**config.mk**
```make
export PLATFORM = sky130hd
export DESIGN_NAME = fetch_predict_top
export DESIGN_NICKNAME = d
export VERILOG_FILES = /design/src/common/bpu_pkg.sv /design/src/bpu/branch_predecode.sv /design/src/bpu/bht.sv /design/src/bpu/btb.sv /design/src/bpu/bpu.sv /design/src/source/fetch_pc.sv /design/src/source/fetch_predict_top.sv
export SDC_FILE = /design/constraint.sdc
export NUM_CORES = 2
export LEC_CHECK = 0
export ABC_AREA = 1
export ABC_CLOCK_PERIOD_IN_PS = 5700
export BUFFER_PORTS_ARGS = -buffer_cell sky130_fd_sc_hd__buf_2
export CAP_MARGIN = 10
export CORE_MARGIN = 4
export CORE_UTILIZATION = 45
export DETAILED_ROUTE_END_ITERATION = 16
export GPL_ROUTABILITY_DRIVEN = 0
export GPL_TIMING_DRIVEN = 1
export MAX_ROUTING_LAYER = met4
export PLACE_DENSITY = 0.6
export SLEW_MARGIN = 5
export SYNTH_ARGS = -nofsm -noshare
export SYNTH_HDL_FRONTEND = slang
export SYNTH_SLANG_ARGS = --single-unit
```
**constraint.sdc**
```tcl
create_clock -name clk -period 5.7 [get_ports clk]
set_input_delay 0.57 -clock clk [delete_from_list [all_inputs] [get_ports clk]]
set_output_delay 0.57 -clock clk [all_outputs]
set_load 0.005 [all_outputs]
```
**src/common/bpu_pkg.sv**
```systemverilog
package bpu_pkg;

    ////////////////////
    // widths
    ////////////////////

    // one word for pcs, targets and instructions
    localparam int ADDR_WIDTH = 32;
    localparam int INST_WIDTH = 32;

    // major opcode sits in the top six bits of an instruction
    localparam int OPCODE_WIDTH = 6;

    // first fetch group after reset, aligned to the 8-byte group
    localparam logic [ADDR_WIDTH-1:0] RESET_PC = 32'h1c00_0000;

    ////////////////////
    // encodings
    ////////////////////

    // major opcodes treated as branches or jumps
    typedef enum logic [OPCODE_WIDTH-1:0] {
        op_bceqz = 6'b010010,
        op_jirl  = 6'b010011,
        op_b     = 6'b010100,
        op_bl    = 6'b010101,
        op_beq   = 6'b010110,
        op_bne   = 6'b010111,
        op_blt   = 6'b011000,
        op_bge   = 6'b011001,
        op_bltu  = 6'b011010,
        op_bgeu  = 6'b011011
    } branch_op_e;

    // 2-bit direction counter, upper bit set means predict taken
    typedef enum logic [1:0] {
        strong_not_taken = 2'b00,
        weak_not_taken   = 2'b01,
        weak_taken       = 2'b10,
        strong_taken     = 2'b11
    } counter_e;

endpackage

```
**src/bpu/branch_predecode.sv**
```systemverilog
`timescale 1ns/1ns

module branch_predecode
    import bpu_pkg::*;
(
    input  logic [INST_WIDTH-1:0] inst_1,
    input  logic [INST_WIDTH-1:0] inst_2,
    output logic                  is_branch_1,
    output logic                  is_branch_2
);

    // one classifier shared by both slots
    function automatic logic is_branch_op(input logic [INST_WIDTH-1:0] inst);
        branch_op_e op;
        op = branch_op_e'(inst[INST_WIDTH-1 -: OPCODE_WIDTH]);
        unique case (op)
            op_bceqz,
            op_jirl,
            op_b,
            op_bl,
            op_beq,
            op_bne,
            op_blt,
            op_bge,
            op_bltu,
            op_bgeu: begin
                is_branch_op = 1'b1;
            end
            default: begin
                is_branch_op = 1'b0;
            end
        endcase
    endfunction

    ////////////////////
    // per-slot flags
    ////////////////////

    always_comb begin
        is_branch_1 = is_branch_op(inst_1);
        is_branch_2 = is_branch_op(inst_2);
    end

endmodule

```
**src/bpu/bht.sv**
```systemverilog
`timescale 1ns/1ns

module bht
    import bpu_pkg::*;
#(
    parameter int BHT_INDEX_BITS = 6
) (
    input  logic                  clk,
    input  logic                  reset,
    input  logic [ADDR_WIDTH-1:0] pc_1,
    input  logic [ADDR_WIDTH-1:0] pc_2,
    input  logic                  update_en,
    input  logic [ADDR_WIDTH-1:0] update_pc,
    input  logic                  update_taken,
    output logic                  taken_1,
    output logic                  taken_2
);

    localparam int ENTRIES = 2 ** BHT_INDEX_BITS;

    counter_e counters [ENTRIES];

    logic [BHT_INDEX_BITS-1:0] rd_idx_1;
    logic [BHT_INDEX_BITS-1:0] rd_idx_2;
    logic [BHT_INDEX_BITS-1:0] wr_idx;

    // word index, so neighbouring slots hit neighbouring counters
    assign rd_idx_1 = pc_1[BHT_INDEX_BITS+1:2];
    assign rd_idx_2 = pc_2[BHT_INDEX_BITS+1:2];
    assign wr_idx   = update_pc[BHT_INDEX_BITS+1:2];

    // one step toward the resolved direction, held at the strong ends
    function automatic counter_e step(input counter_e cur, input logic taken);
        case (cur)
            strong_not_taken: step = taken ? weak_not_taken : strong_not_taken;
            weak_not_taken:   step = taken ? weak_taken : strong_not_taken;
            weak_taken:       step = taken ? strong_taken : weak_not_taken;
            default:          step = taken ? strong_taken : weak_taken;
        endcase
    endfunction

    ////////////////////
    // read ports
    ////////////////////

    assign taken_1 = counters[rd_idx_1][1];
    assign taken_2 = counters[rd_idx_2][1];

    ////////////////////
    // training
    ////////////////////

    always_ff @(posedge clk) begin
        if (reset) begin
            for (int i = 0; i < ENTRIES; i++) begin
                counters[i] <= weak_not_taken;
            end
        end else if (update_en) begin
            counters[wr_idx] <= step(counters[wr_idx], update_taken);
        end
    end

    // an unknown index would corrupt an arbitrary counter
    a_update_pc_known: assert property (
        @(posedge clk) disable iff (reset) update_en |-> !$isunknown(update_pc)
    );

endmodule

```
**src/bpu/btb.sv**
```systemverilog
`timescale 1ns/1ns

module btb
    import bpu_pkg::*;
#(
    parameter int BTB_INDEX_BITS = 4
) (
    input  logic                  clk,
    input  logic                  reset,
    input  logic [ADDR_WIDTH-1:0] pc_1,
    input  logic [ADDR_WIDTH-1:0] pc_2,
    input  logic                  update_en,
    input  logic [ADDR_WIDTH-1:0] update_pc,
    input  logic                  update_taken,
    input  logic [ADDR_WIDTH-1:0] update_target,
    output logic                  hit_1,
    output logic                  hit_2,
    output logic [ADDR_WIDTH-1:0] target_1,
    output logic [ADDR_WIDTH-1:0] target_2
);

    localparam int ENTRIES  = 2 ** BTB_INDEX_BITS;
    localparam int TAG_BITS = ADDR_WIDTH - BTB_INDEX_BITS - 2;

    logic                  valid   [ENTRIES];
    logic [TAG_BITS-1:0]   tags    [ENTRIES];
    logic [ADDR_WIDTH-1:0] targets [ENTRIES];

    logic [BTB_INDEX_BITS-1:0] rd_idx_1;
    logic [BTB_INDEX_BITS-1:0] rd_idx_2;
    logic [BTB_INDEX_BITS-1:0] wr_idx;
    logic                      wr_en;

    assign rd_idx_1 = pc_1[BTB_INDEX_BITS+1:2];
    assign rd_idx_2 = pc_2[BTB_INDEX_BITS+1:2];
    assign wr_idx   = update_pc[BTB_INDEX_BITS+1:2];

    // only taken branches allocate, not-taken ones keep the old target
    assign wr_en = update_en && update_taken;

    ////////////////////
    // lookup
    ////////////////////

    assign hit_1    = valid[rd_idx_1] && (tags[rd_idx_1] == pc_1[ADDR_WIDTH-1 -: TAG_BITS]);
    assign hit_2    = valid[rd_idx_2] && (tags[rd_idx_2] == pc_2[ADDR_WIDTH-1 -: TAG_BITS]);
    assign target_1 = targets[rd_idx_1];
    assign target_2 = targets[rd_idx_2];

    ////////////////////
    // fill
    ////////////////////

    always_ff @(posedge clk) begin
        if (reset) begin
            for (int i = 0; i < ENTRIES; i++) begin
                valid[i] <= 1'b0;
            end
        end else if (wr_en) begin
            valid[wr_idx] <= 1'b1;
        end
    end

    always_ff @(posedge clk) begin
        if (wr_en) begin
            tags[wr_idx]    <= update_pc[ADDR_WIDTH-1 -: TAG_BITS];
            targets[wr_idx] <= update_target;
        end
    end

    // a misaligned target would later steer fetch off the word grid
    a_target_aligned: assert property (
        @(posedge clk) disable iff (reset) wr_en |-> (update_target[1:0] == 2'b00)
    );

endmodule

```
**src/bpu/bpu.sv**
```systemverilog
`timescale 1ns/1ns

module bpu
    import bpu_pkg::*;
#(
    parameter int BHT_INDEX_BITS = 6,
    parameter int BTB_INDEX_BITS = 4
) (
    input  logic                  clk,
    input  logic                  reset,
    input  logic                  stall,
    input  logic                  flush,
    input  logic [ADDR_WIDTH-1:0] pc,
    input  logic [INST_WIDTH-1:0] inst_1,
    input  logic [INST_WIDTH-1:0] inst_2,
    input  logic                  inst_en_1,
    input  logic                  inst_en_2,
    input  logic                  update_en,
    input  logic [ADDR_WIDTH-1:0] update_pc,
    input  logic                  update_taken,
    input  logic [ADDR_WIDTH-1:0] update_target,
    output logic                  is_branch_1,
    output logic                  is_branch_2,
    output logic                  pred_taken,
    output logic [ADDR_WIDTH-1:0] pred_target,
    output logic                  fetch_1_en,
    output logic                  fetch_2_en
);

    logic [ADDR_WIDTH-1:0] pc_2;
    logic                  dir_taken_1;
    logic                  dir_taken_2;
    logic                  hit_1;
    logic                  hit_2;
    logic [ADDR_WIDTH-1:0] target_1;
    logic [ADDR_WIDTH-1:0] target_2;
    logic                  slot_taken_1;
    logic                  slot_taken_2;

    // second instruction of the group
    assign pc_2 = pc + ADDR_WIDTH'(4);

    branch_predecode u_predecode (
        .inst_1      (inst_1),
        .inst_2      (inst_2),
        .is_branch_1 (is_branch_1),
        .is_branch_2 (is_branch_2)
    );

    bht #(
        .BHT_INDEX_BITS (BHT_INDEX_BITS)
    ) u_bht (
        .clk          (clk),
        .reset        (reset),
        .pc_1         (pc),
        .pc_2         (pc_2),
        .update_en    (update_en),
        .update_pc    (update_pc),
        .update_taken (update_taken),
        .taken_1      (dir_taken_1),
        .taken_2      (dir_taken_2)
    );

    btb #(
        .BTB_INDEX_BITS (BTB_INDEX_BITS)
    ) u_btb (
        .clk           (clk),
        .reset         (reset),
        .pc_1          (pc),
        .pc_2          (pc_2),
        .update_en     (update_en),
        .update_pc     (update_pc),
        .update_taken  (update_taken),
        .update_target (update_target),
        .hit_1         (hit_1),
        .hit_2         (hit_2),
        .target_1      (target_1),
        .target_2      (target_2)
    );

    ////////////////////
    // slot selection
    ////////////////////

    // taken needs a live branch, a taken counter and a btb hit
    assign slot_taken_1 = is_branch_1 && inst_en_1 && dir_taken_1 && hit_1;
    assign slot_taken_2 = is_branch_2 && inst_en_2 && dir_taken_2 && hit_2;

    assign pred_taken = slot_taken_1 || slot_taken_2;

    // slot 1 wins when both are taken
    always_comb begin
        if (slot_taken_1) begin
            pred_target = target_1;
        end else if (slot_taken_2) begin
            pred_target = target_2;
        end else begin
            pred_target = '0;
        end
    end

    // nothing is kept while the group is being discarded or held
    always_comb begin
        if (reset || stall || flush) begin
            fetch_1_en = 1'b0;
            fetch_2_en = 1'b0;
        end else begin
            fetch_1_en = 1'b1;
            fetch_2_en = !slot_taken_1;
        end
    end

endmodule

```
**src/source/fetch_pc.sv**
```systemverilog
`timescale 1ns/1ns

module fetch_pc
    import bpu_pkg::*;
(
    input  logic                  clk,
    input  logic                  reset,
    input  logic                  stall,
    input  logic                  flush,
    input  logic [ADDR_WIDTH-1:0] flush_target,
    input  logic                  pred_taken,
    input  logic [ADDR_WIDTH-1:0] pred_target,
    output logic [ADDR_WIDTH-1:0] pc
);

    logic [ADDR_WIDTH-1:0] next_pc;

    ////////////////////
    // next pc
    ////////////////////

    // flush beats stall, stall beats prediction
    always_comb begin
        if (flush) begin
            next_pc = flush_target;
        end else if (stall) begin
            next_pc = pc;
        end else if (pred_taken) begin
            next_pc = pred_target;
        end else begin
            next_pc = pc + ADDR_WIDTH'(8);
        end
    end

    always_ff @(posedge clk) begin
        if (reset) begin
            pc <= RESET_PC;
        end else begin
            pc <= next_pc;
        end
    end

    // flush and btb targets are word aligned, so fetch never drifts off
    a_pc_aligned: assert property (
        @(posedge clk) disable iff (reset) pc[1:0] == 2'b00
    );

endmodule

```
**src/source/fetch_predict_top.sv**
```systemverilog
`timescale 1ns/1ns

module fetch_predict_top
    import bpu_pkg::*;
#(
    parameter int BHT_INDEX_BITS = 6,
    parameter int BTB_INDEX_BITS = 4
) (
    input  logic                  clk,
    input  logic                  reset,
    input  logic                  stall,
    input  logic                  flush,
    input  logic [ADDR_WIDTH-1:0] flush_target,
    input  logic [INST_WIDTH-1:0] inst_1,
    input  logic [INST_WIDTH-1:0] inst_2,
    input  logic                  inst_en_1,
    input  logic                  inst_en_2,
    input  logic                  update_en,
    input  logic [ADDR_WIDTH-1:0] update_pc,
    input  logic                  update_taken,
    input  logic [ADDR_WIDTH-1:0] update_target,
    output logic [ADDR_WIDTH-1:0] fetch_pc,
    output logic                  is_branch_1,
    output logic                  is_branch_2,
    output logic                  pred_taken,
    output logic [ADDR_WIDTH-1:0] pred_target,
    output logic                  fetch_1_en,
    output logic                  fetch_2_en
);

    fetch_pc u_fetch_pc (
        .clk          (clk),
        .reset        (reset),
        .stall        (stall),
        .flush        (flush),
        .flush_target (flush_target),
        .pred_taken   (pred_taken),
        .pred_target  (pred_target),
        .pc           (fetch_pc)
    );

    bpu #(
        .BHT_INDEX_BITS (BHT_INDEX_BITS),
        .BTB_INDEX_BITS (BTB_INDEX_BITS)
    ) u_bpu (
        .clk           (clk),
        .reset         (reset),
        .stall         (stall),
        .flush         (flush),
        .pc            (fetch_pc),
        .inst_1        (inst_1),
        .inst_2        (inst_2),
        .inst_en_1     (inst_en_1),
        .inst_en_2     (inst_en_2),
        .update_en     (update_en),
        .update_pc     (update_pc),
        .update_taken  (update_taken),
        .update_target (update_target),
        .is_branch_1   (is_branch_1),
        .is_branch_2   (is_branch_2),
        .pred_taken    (pred_taken),
        .pred_target   (pred_target),
        .fetch_1_en    (fetch_1_en),
        .fetch_2_en    (fetch_2_en)
    );

endmodule

```
# ---- Word-level counts from Yosys, hierarchy flattened
# Memories as Yosys holds them, arrays and structs flattened. A register that Yosys moved wholly into a read port is not among the register bits.
# Index checks and enable logic that the tools add are counted.
dict set report totals {
  rom_bits 64
  word_cells 69
  n_memories 6
  output_inout_bits 69
  ram_bits 1072
  latchBits 0
  ff_bits 32
}
dict set report classes {
  shifts 0
  div_mod_pow 0
  n_mul 0
  n_eq_ne 5
  order_cmp 0
  n_addsub 2
  mux 39
  bitwise_logic 0
  reduce_logical 16
}
# memory words width rd rd_clocked_by_memory_dff write_ports line_no
set mem_list {}
lappend mem_list {u_bpu.u_btb.targets 16 32 2 1 1 btb.sv:27} ;# logic [ADDR_WIDTH-1:0] targets [ENTRIES];
lappend mem_list {u_bpu.u_btb.tags 16 26 2 1 1 btb.sv:26} ;# logic [TAG_BITS-1:0] tags [ENTRIES];
lappend mem_list {u_bpu.u_bht.counters 64 2 3 1 64 bht.sv:21} ;# counter_e counters [ENTRIES];
lappend mem_list {{(no name shown)} 32 1 1 0 0 branch_predecode.sv:16} ;# unique case (op)
lappend mem_list {{(no name shown)} 32 1 1 0 0 branch_predecode.sv:16}
lappend mem_list {u_bpu.u_btb.valid 16 1 2 1 16 btb.sv:25} ;# logic valid [ENTRIES];
# op count
set ops {}
lappend ops {{$mux W32} 5}
lappend ops {{$eq A26 B26 Y1} 2}
lappend ops {{$add A32 B3 Y32 const B} 1}
lappend ops {{$add A32 B4 Y32 const B} 1}
lappend ops {{$mux W4} 7}
lappend ops {{$mux W1} 18}
lappend ops {{$mux W6} 3}
lappend ops {{$mux W2} 5}
lappend ops {{$logic_and A1 B1 Y1} 9}
lappend ops {{$pmux W2 S3} 1}
lappend ops {{$logic_or A1 B1 Y1} 3}
lappend ops {{$eq A2 B1 Y1 const B} 1}
lappend ops {{$eq A2 B2 Y1 const B} 1}
lappend ops {{$logic_not A2 Y1} 1}
lappend ops {{$ne A2 B1 Y1 const B} 1}
lappend ops {{$reduce_or A2 Y1} 1}
lappend ops {{$logic_not A1 Y1} 1}
lappend ops {{$reduce_or A1 Y1} 1}

# ---- Depth between registers and ports, before layout
# An unclocked memory read counts as a cell.
dict set report logic_depth {
  depth_word 12
  mapped_depth 24
  depth_no_buf 22
}

# ---- Modules after synthesis
# From an unflattened synthesis, not the netlist that was laid out.
dict set report hier_totals {
  cells_unflattened 6981
  hier_area_um2 59502.1
}
# mod seq_area_each_um2 cells_per_inst area_per_inst_um2 instances
set modules_own_cells {}
lappend modules_own_cells {btb 28187.0 5199 47750.8 1}
lappend modules_own_cells {bht 3843.7 1108 8021.4 1}
lappend modules_own_cells {fetch_pc 640.6 374 2357.3 1}
lappend modules_own_cells {bpu 0.0 284 1310.0 1}
lappend modules_own_cells {branch_predecode 0.0 16 62.6 1}

# ---- Worst setup path before layout
# Ideal clock, no wire load.
dict set report synth_path {
  path_type {input-to-reg}
  start {input update_pc[2]}
  end {memory u_bpu.u_btb.tags[0][0] (netlist name), enable pin}
  path_stages 7
  t_required_ns 5.224
  arrival_time_ns 3.927
  slack_ns 1.298
  n_path_buf 2
  path_cell_list {nor2_1 -> buf_2 -> buf_2 -> inv_1 -> nor2_1 -> inv_1 -> nor2_1}
}
# item line_no
set synth_rtl {}
lappend synth_rtl {{start, declared} fetch_predict_top.sv:19} ;# input logic [ADDR_WIDTH-1:0] update_pc,
lappend synth_rtl {{end, declared} btb.sv:26}
# Straight into the memory's write port.

# ---- Final worst setup path
dict set report layout_path {
  start {register u_fetch_pc.pc[4]}
  end {output pred_target[30]}
}
dict set report layout_via {
  elab_chain_len 7
  word_cells_on_any_way 11
  cone_classes {1 x add/sub; 1 x eq/ne; 2 x mux; 3 x reduce/logical; 4 x memory}
}
# item line_no
set layout_lines {}
lappend layout_lines {{start, declared} fetch_pc.sv:13} ;# output logic [ADDR_WIDTH-1:0] pc
lappend layout_lines {{start signal, assigned} fetch_pc.sv:39} ;# pc <= next_pc;
lappend layout_lines {{$add A32 B3 Y32 *} bpu.sv:41} ;# assign pc_2 = pc + ADDR_WIDTH'(4);
lappend layout_lines {{$mem_v2 Z16 W26} --}
lappend layout_lines {{$eq A26 B26 Y1} btb.sv:46} ;# assign hit_2 = valid[rd_idx_2] && (tags[rd_idx_2] == pc_2[ADDR_WIDTH-1 -: TAG_BITS]);
lappend layout_lines {{$logic_and A1 B1 Y1} btb.sv:46}
lappend layout_lines {{$logic_and A1 B1 Y1} bpu.sv:87} ;# assign slot_taken_2 = is_branch_2 && inst_en_2 && dir_taken_2 && hit_2;
lappend layout_lines {{$mux W32 *} bpu.sv:95} ;# end else if (slot_taken_2) begin
lappend layout_lines {{$mux W32 *} bpu.sv:93} ;# if (slot_taken_1) begin
lappend layout_lines {{end, declared} fetch_predict_top.sv:26} ;# output logic [ADDR_WIDTH-1:0] pred_target,
# Mark *: on every way between the ends. The rest lies on a longest branch, timed or not.

==> run metrics <==
Maximum Capacitance Violations=0; Worst slew margin=0.217; layout cells sized above 1=0.0767; Synth cell types=45; Post CTS Setup Buffer Count=0; critical path arrival=4.93 ns; I/O pin cnt=237; drt pass-1 iters=7; Die Y=373 um; combinational power share=0.171; hold crit path type=in2reg; CTS buffer count=131; final instance area=66,300 um2; Finish-stage setup viols=0; path type of the worst setup path=reg2out; largest net degree at the start of global routing=236; Final Critical Period=5.50 ns; hpwl dp=125,000 um; die width=373 um; leading post-synthesis cells by cell area=edfxtp_1 (53%), nand2_1 (9.1%), nand3_1 (7.1%), o21ai_0 (6.6%), inv_1 (4.9%); Final #Nets=7,171; initial antenna violation count=13; cell count after synthesis=7,067; TritonCTS clock tree=yes; drt initial violations=7,391; vias=53,100; RSZ-0062 raised after global routing=no; Max Fclk=182 MHz; syn_nets=7,237; Worst Setup End Kind=output pin; Final Hold Violating Endpoints=0; crit path max fanout=23; die area=139,000 um2; Non-Filler Instances=8,868; global-route wire length before repair=317,000 um; Placed Instances=8,623; sequential element share of the synthesized area=0.547; FP Rows=133; Starting Density=0.454; LEAKAGE=25.7 nW; Critical Path RT=5.13 ns; Residual DRC=0; Worst Skew=0.0280 ns; Routed WL per cell=24.6 um; Final period util=0.965; grt ovf=0; worst skew pair latency=0.79 ns; Fillers=12,100; total count of max-transition violations in the final report=0; Slew @ Worst Pin=1.17 ns; outcome=completed; worst ir drop on vdd=0.000332 V; Post-DP Area=62,300 um2; All-Layer GR Usage=0.311; Root Driver=clkbuf_16; sequential power share=0.443; vias in the first global route=49,400; clk sink count=1,110; leading area contributor after synthesis=edfxtp_1; Via density=5.98; sw frac=0.296; area share of the largest cell type after synthesis=0.529; Mapped Avg Cell Area=8.48 um2; Synth Register Bits=1,110; Clk network pwr share=0.387; detailed-route wire length=218,000 um; H-tree levels=4; Power Internal=14.6 mW; setup TNS=0 ns; Area Overhead vs Synth=10.7%; Net Switching=6.13 mW; number of nets with antenna violations after routing=0; I/O Buffers=180; clock buffer depth=3; Yosys Warn Count=0; Clock transition at path regs=0.06 ns; Core Region=132,000 um2; Worst setup SP type=flip-flop; Mapped Area=59,900 um2; pwr dens=312 nW/um2
cell families after synthesis:
logic type | Yosys count | share of synthesized area
adder cells (fa/ha/maj) | 2 | 0.000417
flip-flops | 1110 | 0.547
buffers and inverters | 1293 | 0.0877
AND/OR/NAND/NOR | 3028 | 0.210
AO/OA/AOI/OAI | 1587 | 0.148
XOR/XNOR | 47 | 0.00712
layer usage:
layer / track usage / up-vias / wire length (um)
met5: - / - / 0
met4: 0.133 / 0 / 9570
met3: 0.0666 / 561 / 24800
met2: 0.463 / 3144 / 96100
met1: 0.412 / 25400 / 87800
li1: - / 24000 / -
cells in the mapped netlist, drive strengths merged:
cell type,number
xor2,45
inv,791
clkbuf,243
a22o,6
ha,2
nand2,1456
xnor2,2
clkinv,5
nand3b,5
and3,3
a41oi,2
o22ai,32
and2,2
nor2,676
nor3,6
nand4,8
a22oi,64
a21oi,450
or2,18
o21ai,801
o211ai,153
or3,1
buf,254
o221ai,70
nand3,853
o21a,3
a211oi,6
edfxtp,1056
dfxtp,54
per-stage QoR:
stage	total power [mW]	utilization	setup WS [ns]	hold WS (ns)
finish	20.7	0.503	0.199	0.127
global route	21.4	0.503	0.0258	0.142
CTS	20.7	0.502	0.309	0.0894
detailed placement	12.8	0.472	0.757	0.483
global placement	12.7	0.472	0.838	0.473
floorplan	11.5	-	1.30	0.463
timing repair:
action | CTS | global route
endpoints found under the setup margin | 1 | 0
hold buffers | 0 | 0
hold endpoints to repair | 0 | 0
gates resized for setup | 1 | 0
placed cells by master (no fill, tap or decap), types with 4 or more instances in the layout:
cell and instances:
a211oi_1 6, a21oi_1 449, a22o_1 6, a22oi_1 64, buf_12 31, buf_2 180
buf_4 87, bufinv_16 5, clkbuf_1 38, clkbuf_16 134, clkinv_1 25, clkinv_2 21
dfxtp_1 49, dfxtp_4 5, diode_2 11, edfxtp_1 1056, inv_1 777, inv_2 7
inv_6 8, inv_8 4, nand2_1 1450, nand2_2 4, nand3_1 852, nand3b_1 5
nand4_1 8, nor2_1 650, nor2_2 7, nor2_4 19, nor3_1 6, o211ai_1 153
o21ai_0 785, o21ai_1 12, o221ai_1 70, o22ai_1 32, or2_1 5, or2_2 11
xor2_1 44
power groups by stage:
stage,registers (mW),logic (mW),clock network (mW)
global route,9.16,3.81,8.43
floorplan,9.27,2.20,0
global placement,9.32,3.40,0
CTS,9.15,3.45,8.09
finish,9.16,3.53,8.01
detailed placement,9.32,3.44,0
worst paths after layout:
| check | startpoint | endpoint | slack [ns] | depth (start not counted) |
|---|---|---|---|---|
| min | flush_target[15] | u_fetch_pc.pc[15]$_SDFFE_PP0N_ | 0.13 | 5 |
| max reg2reg | u_fetch_pc.pc[4]$_SDFFE_PP0N_ | flip-flop | 0.99 | 17 |
| min reg2reg | u_bpu.u_btb.valid[8]$_DFF_P_ | u_bpu.u_btb.valid[8]$_DFF_P_ | 0.50 | 1 |
| max | u_fetch_pc.pc[4]$_SDFFE_PP0N_ | pred_target[30] | 0.20 | 18 |
state kept, by name, summed over array words and instances (netlist names), named ones only:
name and flops:
u_fetch_pc.pc 32, u_bpu.u_btb.tags 416, u_bpu.u_bht.counters 128, u_bpu.u_btb.targets 512
u_bpu.u_btb.valid 16
critical path, cell delays in order, from the launching register on:
cell and delay (ns):
dfxtp_1 0.56, ha_1 0.39, nand2_2 0.20, xor2_4 0.21, inv_4 0.22, buf_4 0.36, nand3_1 0.13, nand2_1 0.22
clkinv_1 0.12, nand2_1 0.09, nand2_1 0.05, nor2_1 0.09, nand2_1 0.07, nor2_1 0.08, nand3_1 0.24, nor2_1 0.27
nor2_4 0.17, nor2_1 0.41, buf_2 0.21
final cells by class:
| cell class | instances | area, um2 | area share |
|---|---|---|---|
| flip-flops and latches | 1110 | 32800 | 0.495 |
| repair buffers | 298 | 2170 | 0.0328 |
| clock buffers | 173 | 3510 | 0.0529 |
| multi-input cells | 4664 | 22100 | 0.333 |
| well taps | 1755 | 2200 | 0.0331 |
| inverters | 796 | 3030 | 0.0457 |
| clock inverters | 61 | 493 | 0.00743 |
| diodes | 11 | 27.5 | 0.000415 |
Power figures use the tool's default switching activity.
